`config.mk`:
```
export PLATFORM = sky130hd
export DESIGN_NAME = io_memory_bridge
export DESIGN_NICKNAME = d
export VERILOG_FILES = /design/src/verilog/iomem_pkg.sv /design/src/verilog/io_memory_bridge.sv /design/src/verilog/ctrl_packet_rom.sv /design/src/verilog/tx_global_reader.sv /design/src/verilog/rx_write_translator.sv
export SDC_FILE = /design/constraint.sdc
export NUM_CORES = 1
export LEC_CHECK = 0
export BUFFER_PORTS_ARGS = -buffer_cell sky130_fd_sc_hd__buf_2
export CAP_MARGIN = 20
export CORE_UTILIZATION = 45
export CTS_CLUSTER_SIZE = 12
export DETAILED_ROUTE_END_ITERATION = 8
export MAX_ROUTING_LAYER = met4
export PLACE_DENSITY_LB_ADDON = 0.15
export SKIP_CTS_REPAIR_TIMING = 1
export SYNTH_ARGS = -nofsm -noshare
export SYNTH_HDL_FRONTEND = slang
export SYNTH_SLANG_ARGS = --single-unit
```
`constraint.sdc`:
```
create_clock -name clock -period 5.9 [get_ports clock]
set_input_delay 0.885 -clock clock [delete_from_list [all_inputs] [get_ports clock]]
set_output_delay 0.885 -clock clock [all_outputs]
set_load 0.005 [all_outputs]
```
`src/verilog/iomem_pkg.sv`:
```
package iomem_pkg;

    // bus widths
    localparam int ADDR_W = 32;
    localparam int DATA_W = 32;
    localparam int HALF_W = 16;

    // one write enable per memory bank, bank 4 is global
    localparam int NUM_BANKS = 5;

    // receive header layout, byte addresses as issued by the MAC
    localparam logic [ADDR_W-1:0] HDR_LEN_BYTES     = 32'd24;
    localparam logic [ADDR_W-1:0] HDR_LEN_MEMID_ADR = 32'd16;
    localparam logic [ADDR_W-1:0] HDR_N_TOTAL_ADR   = 32'd20;

    // mem_id of the global memory
    localparam logic [HALF_W-1:0] GLOBAL_MEM_ID = 16'h0400;

    // word address bias per destination
    localparam logic [ADDR_W-1:0] GLOBAL_BIAS = 32'd10;
    // bootloader size minus the header words
    localparam logic [ADDR_W-1:0] LOCAL_BIAS  = 32'd26;

    // transmit metadata words in global memory
    localparam logic [ADDR_W-1:0] TX_PTR_WORD = 32'h0000_0011;
    localparam logic [ADDR_W-1:0] TX_LEN_WORD = 32'h0000_0010;

    // default timing
    localparam int CTRL_ACK_WAIT  = 2;
    localparam int TX_META_CYCLES = 5;

    // request from the MAC, stb is cycle and strobe combined
    typedef struct packed {
        logic [ADDR_W-1:0] adr;
        logic [DATA_W-1:0] dat;
        logic              we;
        logic              stb;
    } wb_req_t;

    // request towards the banked memory
    typedef struct packed {
        logic [ADDR_W-1:0]    addr;
        logic [DATA_W-1:0]    data;
        logic [NUM_BANKS-1:0] we;
        logic                 gl_en;
    } mem_req_t;

    // receive packet header fields
    typedef struct packed {
        logic [HALF_W-1:0] length;
        logic [HALF_W-1:0] mem_id;
        logic [HALF_W-1:0] n;
        logic [HALF_W-1:0] total;
    } rx_header_t;

endpackage
```
`src/verilog/io_memory_bridge.sv`:
```
`timescale 1ns/1ns

module io_memory_bridge #(
    parameter int WRITE_WAIT     = 3,
    parameter int TX_META_CYCLES = iomem_pkg::TX_META_CYCLES,
    parameter int CTRL_ACK_WAIT  = iomem_pkg::CTRL_ACK_WAIT
) (
    input  logic                             clock,
    input  logic                             reset,
    // slave port driven by the MAC
    input  logic [iomem_pkg::ADDR_W-1:0]     wb_adr_i,
    input  logic [3:0]                       wb_sel_i,
    input  logic                             wb_we_i,
    input  logic                             wb_cyc_i,
    input  logic                             wb_stb_i,
    input  logic [iomem_pkg::DATA_W-1:0]     wb_dat_i,
    output logic                             wb_ack_o,
    output logic [iomem_pkg::DATA_W-1:0]     wb_dat_o,
    // banked memory
    output logic [iomem_pkg::ADDR_W-1:0]     mem_addr_o,
    output logic [iomem_pkg::DATA_W-1:0]     mem_data_o,
    output logic [iomem_pkg::NUM_BANKS-1:0]  mem_we_o,
    output logic                             mem_gl_en_o,
    input  logic [iomem_pkg::DATA_W-1:0]     mem_rdata_i,
    // packet info
    input  logic [iomem_pkg::HALF_W-1:0]     arq_n_i,
    output logic [iomem_pkg::HALF_W-1:0]     tx_len_o,
    output logic [iomem_pkg::HALF_W-1:0]     total_packets_o
);

    import iomem_pkg::*;

    wb_req_t           wb_req;
    mem_req_t          rx_mem;
    mem_req_t          gl_mem;
    mem_req_t          mem_req;
    logic [DATA_W-1:0] lane_mask;
    logic              rx_sel;
    logic              gl_sel;
    logic              ctrl_sel;
    logic              rx_ack;
    logic              gl_ack;
    logic              ctrl_ack;
    logic [DATA_W-1:0] gl_rdata;
    logic [DATA_W-1:0] ctrl_rdata;

    // unselected byte lanes are written as zero
    assign lane_mask = {{8{wb_sel_i[3]}}, {8{wb_sel_i[2]}},
                        {8{wb_sel_i[1]}}, {8{wb_sel_i[0]}}};

    assign wb_req.adr = wb_adr_i;
    assign wb_req.dat = wb_dat_i & lane_mask;
    assign wb_req.we  = wb_we_i;
    assign wb_req.stb = wb_cyc_i & wb_stb_i;

    // request decode, bit 29 wins over the control packets
    assign rx_sel   = wb_req.stb && wb_req.we;
    assign gl_sel   = wb_req.stb && !wb_req.we && wb_req.adr[29];
    assign ctrl_sel = wb_req.stb && !wb_req.we && !wb_req.adr[29] &&
                      (wb_req.adr[31] || wb_req.adr[30]);

    rx_write_translator #(
        .WRITE_WAIT (WRITE_WAIT)
    ) u_rx_write_translator (
        .clock           (clock),
        .reset           (reset),
        .req_i           (wb_req),
        .sel_i           (rx_sel),
        .mem_o           (rx_mem),
        .ack_o           (rx_ack),
        .total_packets_o (total_packets_o)
    );

    tx_global_reader #(
        .TX_META_CYCLES (TX_META_CYCLES)
    ) u_tx_global_reader (
        .clock       (clock),
        .reset       (reset),
        .req_i       (wb_req),
        .sel_i       (gl_sel),
        .mem_o       (gl_mem),
        .mem_rdata_i (mem_rdata_i),
        .rdata_o     (gl_rdata),
        .ack_o       (gl_ack),
        .tx_len_o    (tx_len_o)
    );

    ctrl_packet_rom #(
        .CTRL_ACK_WAIT (CTRL_ACK_WAIT)
    ) u_ctrl_packet_rom (
        .clock    (clock),
        .reset    (reset),
        .req_i    (wb_req),
        .sel_i    (ctrl_sel),
        .is_arq_i (wb_req.adr[31]),
        .arq_n_i  (arq_n_i),
        .rdata_o  (ctrl_rdata),
        .ack_o    (ctrl_ack)
    );

    // response mux
    assign wb_ack_o = rx_ack | gl_ack | ctrl_ack;
    assign wb_dat_o = gl_sel ? gl_rdata : (ctrl_sel ? ctrl_rdata : '0);

    // memory port follows the active request, idle otherwise
    assign mem_req = rx_sel ? rx_mem : (gl_sel ? gl_mem : '0);

    assign mem_addr_o  = mem_req.addr;
    assign mem_data_o  = mem_req.data;
    assign mem_we_o    = mem_req.we;
    assign mem_gl_en_o = mem_req.gl_en;

endmodule

```
`src/verilog/ctrl_packet_rom.sv`:
```
`timescale 1ns/1ns

module ctrl_packet_rom #(
    parameter int CTRL_ACK_WAIT = iomem_pkg::CTRL_ACK_WAIT
) (
    input  logic                          clock,
    input  logic                          reset,
    input  iomem_pkg::wb_req_t            req_i,
    input  logic                          sel_i,
    input  logic                          is_arq_i,
    input  logic [iomem_pkg::HALF_W-1:0]  arq_n_i,
    output logic [iomem_pkg::DATA_W-1:0]  rdata_o,
    output logic                          ack_o
);

    import iomem_pkg::*;

    localparam int CNT_W = (CTRL_ACK_WAIT > 0) ? $clog2(CTRL_ACK_WAIT + 1) : 1;
    localparam logic [CNT_W-1:0] WAIT_LAST = CNT_W'(CTRL_ACK_WAIT);

    // ascii "HOST", "PCPU", "RISC"
    localparam logic [DATA_W-1:0] WORD_HOST = 32'h484f_5354;
    localparam logic [DATA_W-1:0] WORD_PCPU = 32'h5043_5055;
    localparam logic [DATA_W-1:0] WORD_RISC = 32'h5249_5343;
    localparam logic [DATA_W-1:0] WORD_FILL = 32'hfafa_fafa;

    logic [CNT_W-1:0]  wait_cnt;
    logic [21:0]       word_idx;

    assign word_idx = req_i.adr[23:2];

    always_ff @(posedge clock or posedge reset) begin
        if (reset) begin
            wait_cnt <= '0;
        end else if (!sel_i) begin
            wait_cnt <= '0;
        end else if (wait_cnt < WAIT_LAST) begin
            wait_cnt <= wait_cnt + 1'b1;
        end
    end

    always_comb begin
        case (word_idx)
            22'd0:   rdata_o = WORD_HOST;
            22'd1:   rdata_o = WORD_PCPU;
            22'd2:   rdata_o = WORD_RISC;
            // reserved and packet type
            22'd3:   rdata_o = '0;
            // length 64, mem_id 0
            22'd4:   rdata_o = {16'd64, 16'd0};
            // n 0, one packet in total
            22'd5:   rdata_o = {16'd0, 16'd1};
            22'd6:   rdata_o = is_arq_i ? {arq_n_i, 16'hfafa} : 32'h00fa_fafa;
            default: rdata_o = WORD_FILL;
        endcase
    end

    assign ack_o = sel_i && (wait_cnt >= WAIT_LAST);

endmodule

```
`src/verilog/tx_global_reader.sv`:
```
`timescale 1ns/1ns

module tx_global_reader #(
    parameter int TX_META_CYCLES = iomem_pkg::TX_META_CYCLES
) (
    input  logic                          clock,
    input  logic                          reset,
    input  iomem_pkg::wb_req_t            req_i,
    input  logic                          sel_i,
    output iomem_pkg::mem_req_t           mem_o,
    input  logic [iomem_pkg::DATA_W-1:0]  mem_rdata_i,
    output logic [iomem_pkg::DATA_W-1:0]  rdata_o,
    output logic                          ack_o,
    output logic [iomem_pkg::HALF_W-1:0]  tx_len_o
);

    import iomem_pkg::*;

    localparam int CNT_W = $clog2(TX_META_CYCLES + 2);

    // last cycle count presenting the pointer word
    localparam logic [CNT_W-1:0] PTR_LAST = CNT_W'(TX_META_CYCLES - 2);
    // count presenting the length word
    localparam logic [CNT_W-1:0] LEN_CYC  = CNT_W'(TX_META_CYCLES - 1);
    // first data address cycle, length word is back from memory
    localparam logic [CNT_W-1:0] DATA_CYC = CNT_W'(TX_META_CYCLES);
    localparam logic [CNT_W-1:0] CNT_MAX  = CNT_W'(TX_META_CYCLES + 1);

    logic [CNT_W-1:0]  cyc_cnt;
    logic [DATA_W-1:0] tx_ptr;
    logic [HALF_W-1:0] tx_len;
    logic              data_ready;
    logic [ADDR_W-1:0] word_idx;
    logic              in_range;

    assign word_idx = {5'd0, req_i.adr[28:2]};
    assign in_range = word_idx < {16'd0, tx_len};

    // cycle counter and ready flag, both restart with the strobe
    always_ff @(posedge clock or posedge reset) begin
        if (reset) begin
            cyc_cnt    <= '0;
            data_ready <= 1'b0;
        end else if (!sel_i) begin
            cyc_cnt    <= '0;
            data_ready <= 1'b0;
        end else begin
            if (cyc_cnt < CNT_MAX) begin
                cyc_cnt <= cyc_cnt + 1'b1;
            end
            if (cyc_cnt == DATA_CYC) begin
                data_ready <= 1'b1;
            end
        end
    end

    // pointer arrives while its address is still held
    always_ff @(posedge clock) begin
        if (sel_i && (cyc_cnt == PTR_LAST)) begin
            tx_ptr <= mem_rdata_i;
        end
    end

    // length lands one cycle after its address
    always_ff @(posedge clock or posedge reset) begin
        if (reset) begin
            tx_len <= '0;
        end else if (sel_i && (cyc_cnt == DATA_CYC)) begin
            tx_len <= mem_rdata_i[HALF_W-1:0];
        end
    end

    always_comb begin
        mem_o = '0;
        if (sel_i) begin
            mem_o.gl_en = 1'b1;
            if (cyc_cnt <= PTR_LAST) begin
                mem_o.addr = TX_PTR_WORD;
            end else if (cyc_cnt == LEN_CYC) begin
                mem_o.addr = TX_LEN_WORD;
            end else begin
                mem_o.addr = tx_ptr + word_idx;
            end
        end
    end

    // words past the length are padding
    assign rdata_o = (sel_i && data_ready && in_range) ? mem_rdata_i : '0;

    assign ack_o    = sel_i && data_ready;
    assign tx_len_o = tx_len;

endmodule

```
`src/verilog/rx_write_translator.sv`:
```
`timescale 1ns/1ns

module rx_write_translator #(
    parameter int WRITE_WAIT = 3
) (
    input  logic                          clock,
    input  logic                          reset,
    input  iomem_pkg::wb_req_t            req_i,
    input  logic                          sel_i,
    output iomem_pkg::mem_req_t           mem_o,
    output logic                          ack_o,
    output logic [iomem_pkg::HALF_W-1:0]  total_packets_o
);

    import iomem_pkg::*;

    localparam int CNT_W = (WRITE_WAIT > 0) ? $clog2(WRITE_WAIT + 1) : 1;
    localparam logic [CNT_W-1:0] WAIT_LAST = CNT_W'(WRITE_WAIT);

    rx_header_t           hdr;
    logic [ADDR_W-1:0]    addr_offset;
    logic [CNT_W-1:0]     wait_cnt;
    logic                 hdr_write;
    logic                 data_write;
    logic [ADDR_W-1:0]    word_idx;
    logic [ADDR_W-1:0]    bias;
    logic [NUM_BANKS-1:0] bank_we;

    // header words sit below byte 24, payload follows
    assign hdr_write  = sel_i && (req_i.adr < HDR_LEN_BYTES);
    assign data_write = sel_i && (req_i.adr >= HDR_LEN_BYTES);

    // header capture
    always_ff @(posedge clock or posedge reset) begin
        if (reset) begin
            hdr         <= '0;
            addr_offset <= '0;
        end else if (hdr_write) begin
            if (req_i.adr == HDR_LEN_MEMID_ADR) begin
                hdr.length <= req_i.dat[31:16];
                hdr.mem_id <= req_i.dat[15:0];
            end else if (req_i.adr == HDR_N_TOTAL_ADR) begin
                hdr.n     <= req_i.dat[31:16];
                hdr.total <= req_i.dat[15:0];
                // packet n starts n packet lengths in, counted in words
                addr_offset <= ADDR_W'(req_i.dat[31:16]) * ADDR_W'(hdr.length >> 2);
            end
        end
    end

    // wait counter, restarts whenever the strobe drops
    always_ff @(posedge clock or posedge reset) begin
        if (reset) begin
            wait_cnt <= '0;
        end else if (!sel_i) begin
            wait_cnt <= '0;
        end else if (wait_cnt < WAIT_LAST) begin
            wait_cnt <= wait_cnt + 1'b1;
        end
    end

    // mem_id to bank decode
    always_comb begin
        case (hdr.mem_id)
            16'h0000, 16'h0001: bank_we = 5'b00001;
            16'h0100, 16'h0101: bank_we = 5'b00010;
            16'h0200, 16'h0201: bank_we = 5'b00100;
            16'h0300, 16'h0301: bank_we = 5'b01000;
            GLOBAL_MEM_ID:      bank_we = 5'b10000;
            // unknown destination, write is dropped but still acked
            default:            bank_we = 5'b00000;
        endcase
    end

    assign word_idx = {10'd0, req_i.adr[23:2]};
    assign bias     = (hdr.mem_id == GLOBAL_MEM_ID) ? GLOBAL_BIAS : LOCAL_BIAS;

    always_comb begin
        mem_o = '0;
        if (data_write) begin
            mem_o.addr = word_idx + addr_offset + bias;
            mem_o.data = req_i.dat;
            mem_o.we   = bank_we;
        end
    end

    // header writes ack at once, data writes after the memory wait
    assign ack_o = hdr_write || (data_write && (wait_cnt >= WAIT_LAST));

    assign total_packets_o = hdr.total;

endmodule

```
* Yosys cells after proc, flatten, opt, wreduce, memory -nomap -nowiden *
Index checks and enable logic that the tools add are counted.

word-level totals
  output and inout port bits = 135
  bits of input ports = 121
  flip-flop bits (word level) = 136
  word-level logic and storage cells = 99

operators by class
  equal/unequal tests = 23
  $mul = 1
  muxes and demuxes = 20
  add/sub/neg operators = 6
  bitwise logic cells = 5
  order comparisons = 9
  reduce and logical (&&, ||, !) cells = 25

operator list
  kind                  number
  $pmux 32 s7           1
  $mux 32               6
  $mux 70               2
  $mux 69               1
  $eq 22x3->1 const B   3
  $eq 16x10->1 const B  4
  $eq 32x5->1 const B   2
  $eq 22x2->1 const B   2
  $add 22x32->32        1
  $add 32x27->32        1
  $add 32x32->32        1
  $and 32x32->32        1
  $eq 16x9->1 const B   2
  $ge 32x5->1 const B   1
  $lt 32x5->1 const B   1
  $mul 16x14->30        1
  $lt 27x16->1          1
  $pmux 5 s5            1
  $eq 22x1->1 const B   1
  $logic_not 22->1      1
  $eq 16x1->1 const B   1
  $eq 16x11->1 const B  1
  $logic_not 16->1      1
  $logic_and 1x1->1     13
  other kinds (21)      39

* Longest topological paths before layout *
  depth in word-level cells = 7
  mapped depth = 27
  mapped depth without buffers = 24

* Cells and area by module *
A second synthesis with hierarchy kept.

second synthesis, totals
  cell total of the unflattened synthesis = 2236
  area total of the unflattened synthesis = 19511.2 um^2

modules (own cells, without submodules)
  module               area an instance (um^2)  seq. area each (um^2)  cells an instance  times used
  rx_write_translator  12607.1                  1951.9                 1406               1
  tx_global_reader     4664.5                   1461.4                 507                1
  io_memory_bridge     1592.8                   0.0                    230                1
  ctrl_packet_rom      646.9                    50.0                   93                 1

* Least setup slack after synthesis *
OpenSTA, ideal clock, no wires.

  path kind = input port to flip-flop
  from = input wb_sel_i[2]
  to = register u_rx_write_translator.addr_offset[28]
  library setup time = 0.133 ns
  arrival time = 6.810 ns
  required time = 5.767 ns
  stages = 27
  path buffers = 3
  path slack = -1.043 ns
  path through = clkbuf_1 clkbuf_1 clkbuf_1 and3_1 fa_1 inv_1 fa_1 inv_1 fa_1 inv_1 fa_1 inv_1 fa_1 inv_1 fa_1 inv_1 ha_1 a21oi_1 o221ai_1 a21o_1 o21ba_2 o31a_1 a31oi_1 o21ai_0 a21oi_1 xor2_1 o21ai_0

on the way
  longest elaborated chain between the ends = 2

ends and longest elaborated chain
  item                  line                       text
  from (decl)           io_memory_bridge.sv:12     input logic [3:0] wb_sel_i,
  $and 32x32->32        io_memory_bridge.sv:52     assign wb_req.dat = wb_dat_i & lane_mask;
  $mul 16x14->30        rx_write_translator.sv:46  addr_offset <= ADDR_W'(req_i.dat[31:16]) * ADDR_W'(hdr.length >> 2);
  to (signal assigned)  rx_write_translator.sv:46
  to (decl)             rx_write_translator.sv:21  logic [ADDR_W-1:0] addr_offset;

No other way between the ends.
A chain may end at the register's enable or synchronous reset.

* Worst setup path after layout *
  from = input wb_dat_i[17] in the netlist's numbering
  to = register u_rx_write_translator.addr_offset[26]

on the way
  longest elaborated chain between the ends = 2

ends and longest elaborated chain
  item            line                       text
  from (decl)     io_memory_bridge.sv:16     input logic [iomem_pkg::DATA_W-1:0] wb_dat_i,
  $and 32x32->32  io_memory_bridge.sv:52
  $mul 16x14->30  rx_write_translator.sv:46

No other way between the ends.

==> results.yml <==
status:
  outcome: "complete, but fails checks"
  violations: "setup timing"
detailed_routing:
  ant_nets: 0
  firstDrtPassIters: 5
  wirelength_mm: 50.6
  wire_per_inst_um: 18.3
  remaining_drc_errors: 0
  route.met2.wl_mm: 23.7
  dr_wl_met3_mm: 2.33
  drtIter0Drc: 1056
  top_layer: "met4"
  wl_met1_mm: 23.2
  routed_via_density: 5.47
  vias: 15096
sta:
  slew_headroom: 0.336
  max_freq_mhz: 165
  max_slew.worst_pin.slew_ns: 0.995
  setup_viol: 7
  post-route-period-util: 1.03
  slew_viol_final: 0
  fin_crit_ns: 6.07
  hold_viol_final: 0
  hold_ws_ns: 0.482
  rsz0062_at_grt: "true"
  worst_slack_ns: -0.172
  finalClockSkew_ns: 0.00908
clocking:
  cts_sinks: 132
  worstSkewPairLatency_ns: 0.45
  root_buffer: "clkbuf_16"
  cts_made_buffers: 17
  clk_pin_slew_ns: 0.07
  cts_tree: "built"
  cts.htree.levels: 4
  clockBufferDepth: 2
layout:
  syn_to_final_growth_pct: 23.0
  drive_above_1_share: 0.242
  antenna_cells: 0
  nets: 2754
  final_design_area_no_fill_um2: 20500
yosys:
  ys_top_cells_by_area: "fa_1 (20%), dfrtp_1 (15%), ha_1 (14%)"
  synth_top_family_by_area: "adder cells"
  async_reset_ff_frac: 0.758
  ys_ff_latch: 132
  yosysSeqAreaShare: 0.208
  synth_xor_area_frac: 0.0415
  synth_area_um2: 16700
  syn_nets: 2407
  synth_compound_area_frac: 0.154
  ys_types: 65
  syn_inst: 1933
  muxShareOfSynthArea: 0.00128
  synthSimpleGateAreaFrac: 0.175
  ys_warn_count: 0
  synth_edf_count: 32
  synthAdderAreaFrac: 0.341
  yosysTopAreaCellShare: 0.202
  ys.flop_type: "dfrtp_1"
  synth_area_leader_cell: "fa_1"
  avgSynthCellArea_um2: 8.63
floorplanning:
  start_util: 0.456
  pin_count: 256
  die_w_um: 194
  core_um2: 36500
  die_h_um: 194
  row_count: 70
  die_area_um2: 37800
setup_path:
  worst_setup_path_end_kind: "flop"
  startpoint_type: "primary input"
  arrival_ns: 6.38
  cp_data_required_time_ns: 6.20
  cp_common_cell: "fa_1"
  crit_slowest_cell: "fa_1"
  r2r_setup_slack_ns: -0.12
  worstSetupPathType: "in2reg"
  cp_cell_sequence: "buf_2 -> and2_1 -> buf_4 -> nand2_1 -> fa_2 -> fa_1 -> inv_1 -> ha_1 -> fa_1 -> fa_1 -> fa_1 -> ha_4 -> a21oi_2 -> o221ai_2 -> a21o_1 -> o21ba_4 -> o31a_1 -> nand4_1 -> nand4b_1 -> a21oi_2 -> xor2_1 -> o21ai_1"
  path_max_fanout: 4
  cpPeakStageDelay_ns: 0.58
power_and_ir_drop:
  p_switching_uw: 724
  swShare: 0.307
  seqPwrFrac: 0.397
  combPwrFrac: 0.155
  clockPowerShare: 0.448
  leakagePower_nw: 11.3
  vdd_drop_max_v: 0.000183
  internal-power_mw: 1.64
  p_per_area_nw_per_um2: 115
  total_power_mw: 2.36
global_route:
  grt.total_usage: 0.278
  grt_pass1_wl_mm: 79.9
  grt_pass1_vias: 14822
  gr-total-overflow: 0
  grt_max_degree: 63
  antenna_found_initial: 0
placement:
  placed_cell_area_um2: 19500
  numPortBuffers: 255
  gp_congestion: 0.944
  hpwl_mm: 41.3
run:
  timing.max_cap.violations: 0
min_path:
  worst_hold_path_type: "reg2reg"
final cells by class:
type	instances	area, um2
clock inverter	15	133
fill	3387	16000
clock buffer	17	425
multi-input combinational	1463	12300
timing repair buffer	434	2730
sequential	132	3470
inverter	232	873
tap	468	586
power by group through the flow:
stage          combinational [mW]  sequential (mW)  clock, mW
2_1_floorplan               0.176            0.955          0
3_3_place_gp                0.347            0.955          0
3_5_place_dp                0.349            0.955          0
4_1_cts                     0.351            0.937       1.07
5_1_grt                     0.400            0.936       1.11
6_report                    0.366            0.937       1.06
critical path: cells and delay by family:
family / cells / cell delay [ns]
AO/OA/AOI/OAI: 7 / 1.34
XOR/XNOR: 1 / 0.15
AND/OR/NAND/NOR: 4 / 0.54
adder cells (fa/ha/maj): 7 / 3.11
buffers and inverters: 3 / 0.35
path summary, 6_finish.rpt:
| path | from | to | cells after the start |
|---|---|---|---|
| hold / removal | u_rx_write_translator.total_packets_o[6] | u_rx_write_translator.total_packets_o[6] | 2 |
| min in group asynchronous | reset | u_ctrl_packet_rom.wait_cnt[0] | 2 |
| hold reg to reg | u_rx_write_translator.total_packets_o[6] | u_rx_write_translator.total_packets_o[6] | 2 |
| setup reg to reg | u_rx_write_translator.hdr[53] | u_rx_write_translator.addr_offset[26] | 24 |
| max in group asynchronous | reset | u_rx_write_translator.addr_offset[8] | 3 |
| setup / recovery | wb_dat_i[17] | u_rx_write_translator.addr_offset[26] | 22 |
stage by stage:
stage | setup TNS, ns | setup slack [ns] | utilization | instances
CTS | -3.62 | -0.479 | 0.548 | 2753
detailed placement | -10.69 | -0.970 | 0.533 | 2721
global placement | -9.77 | -0.759 | 0.532 | 2720
finish | -0.516 | -0.172 | 0.562 | 2761
global route | -2.15 | -0.318 | 0.562 | 2761
floorplan | -4.30 | -0.536 | - | 1933
state kept, by name (all words and copies together), names as in the netlist:
name	count
u_rx_write_translator.addr_offset	30
u_tx_global_reader.cyc_cnt	3
u_tx_global_reader.tx_ptr	32
u_tx_global_reader.data_ready	1
u_ctrl_packet_rom.wait_cnt	2
u_tx_global_reader.tx_len_o	16
u_rx_write_translator.total_packets_o	16
u_rx_write_translator.hdr	30
u_rx_write_translator.wait_cnt	2
routing by layer:
| metal | GRT usage | up-vias |
|---|---|---|
| met4 | 0.0908 | 0 |
| met1 | 0.376 | 7373 |
| met3 | 0.0392 | 83 |
| met5 | - | - |
| li1 | - | 7216 |
| met2 | 0.431 | 424 |
synth_stat cells, drive strengths merged, types with 25 or more instances:
cell type,n
dfrtp,100
nor2,92
and3,128
clkbuf,83
ha,185
nand2,288
o21ai,139
xor2,40
inv,232
edfxtp,32
xnor2,39
a21o,64
a21oi,85
nand3,25
and2,26
fa,168
placed cells by master, fill, tap and decap left out, types with 75 or more instances in the layout:
master / netlist / routed
fa_1: 168 / 164
dfrtp_1: 100 / 97
nand2_1: 288 / 285
buf_4: 16 / 172
a21oi_1: 85 / 75
ha_1: 185 / 176
buf_2: 0 / 250
inv_1: 232 / 227
nor2_1: 92 / 91
and3_1: 128 / 121
o21ai_0: 138 / 123
cell families after synthesis:
logic type | count (synthesis)
compound gates | 404
xor+xnor | 79
fa+ha+maj | 353
buf+inv | 338
flops | 132
mux | 2
simple gates | 625
(Power assumes the default switching activity.)
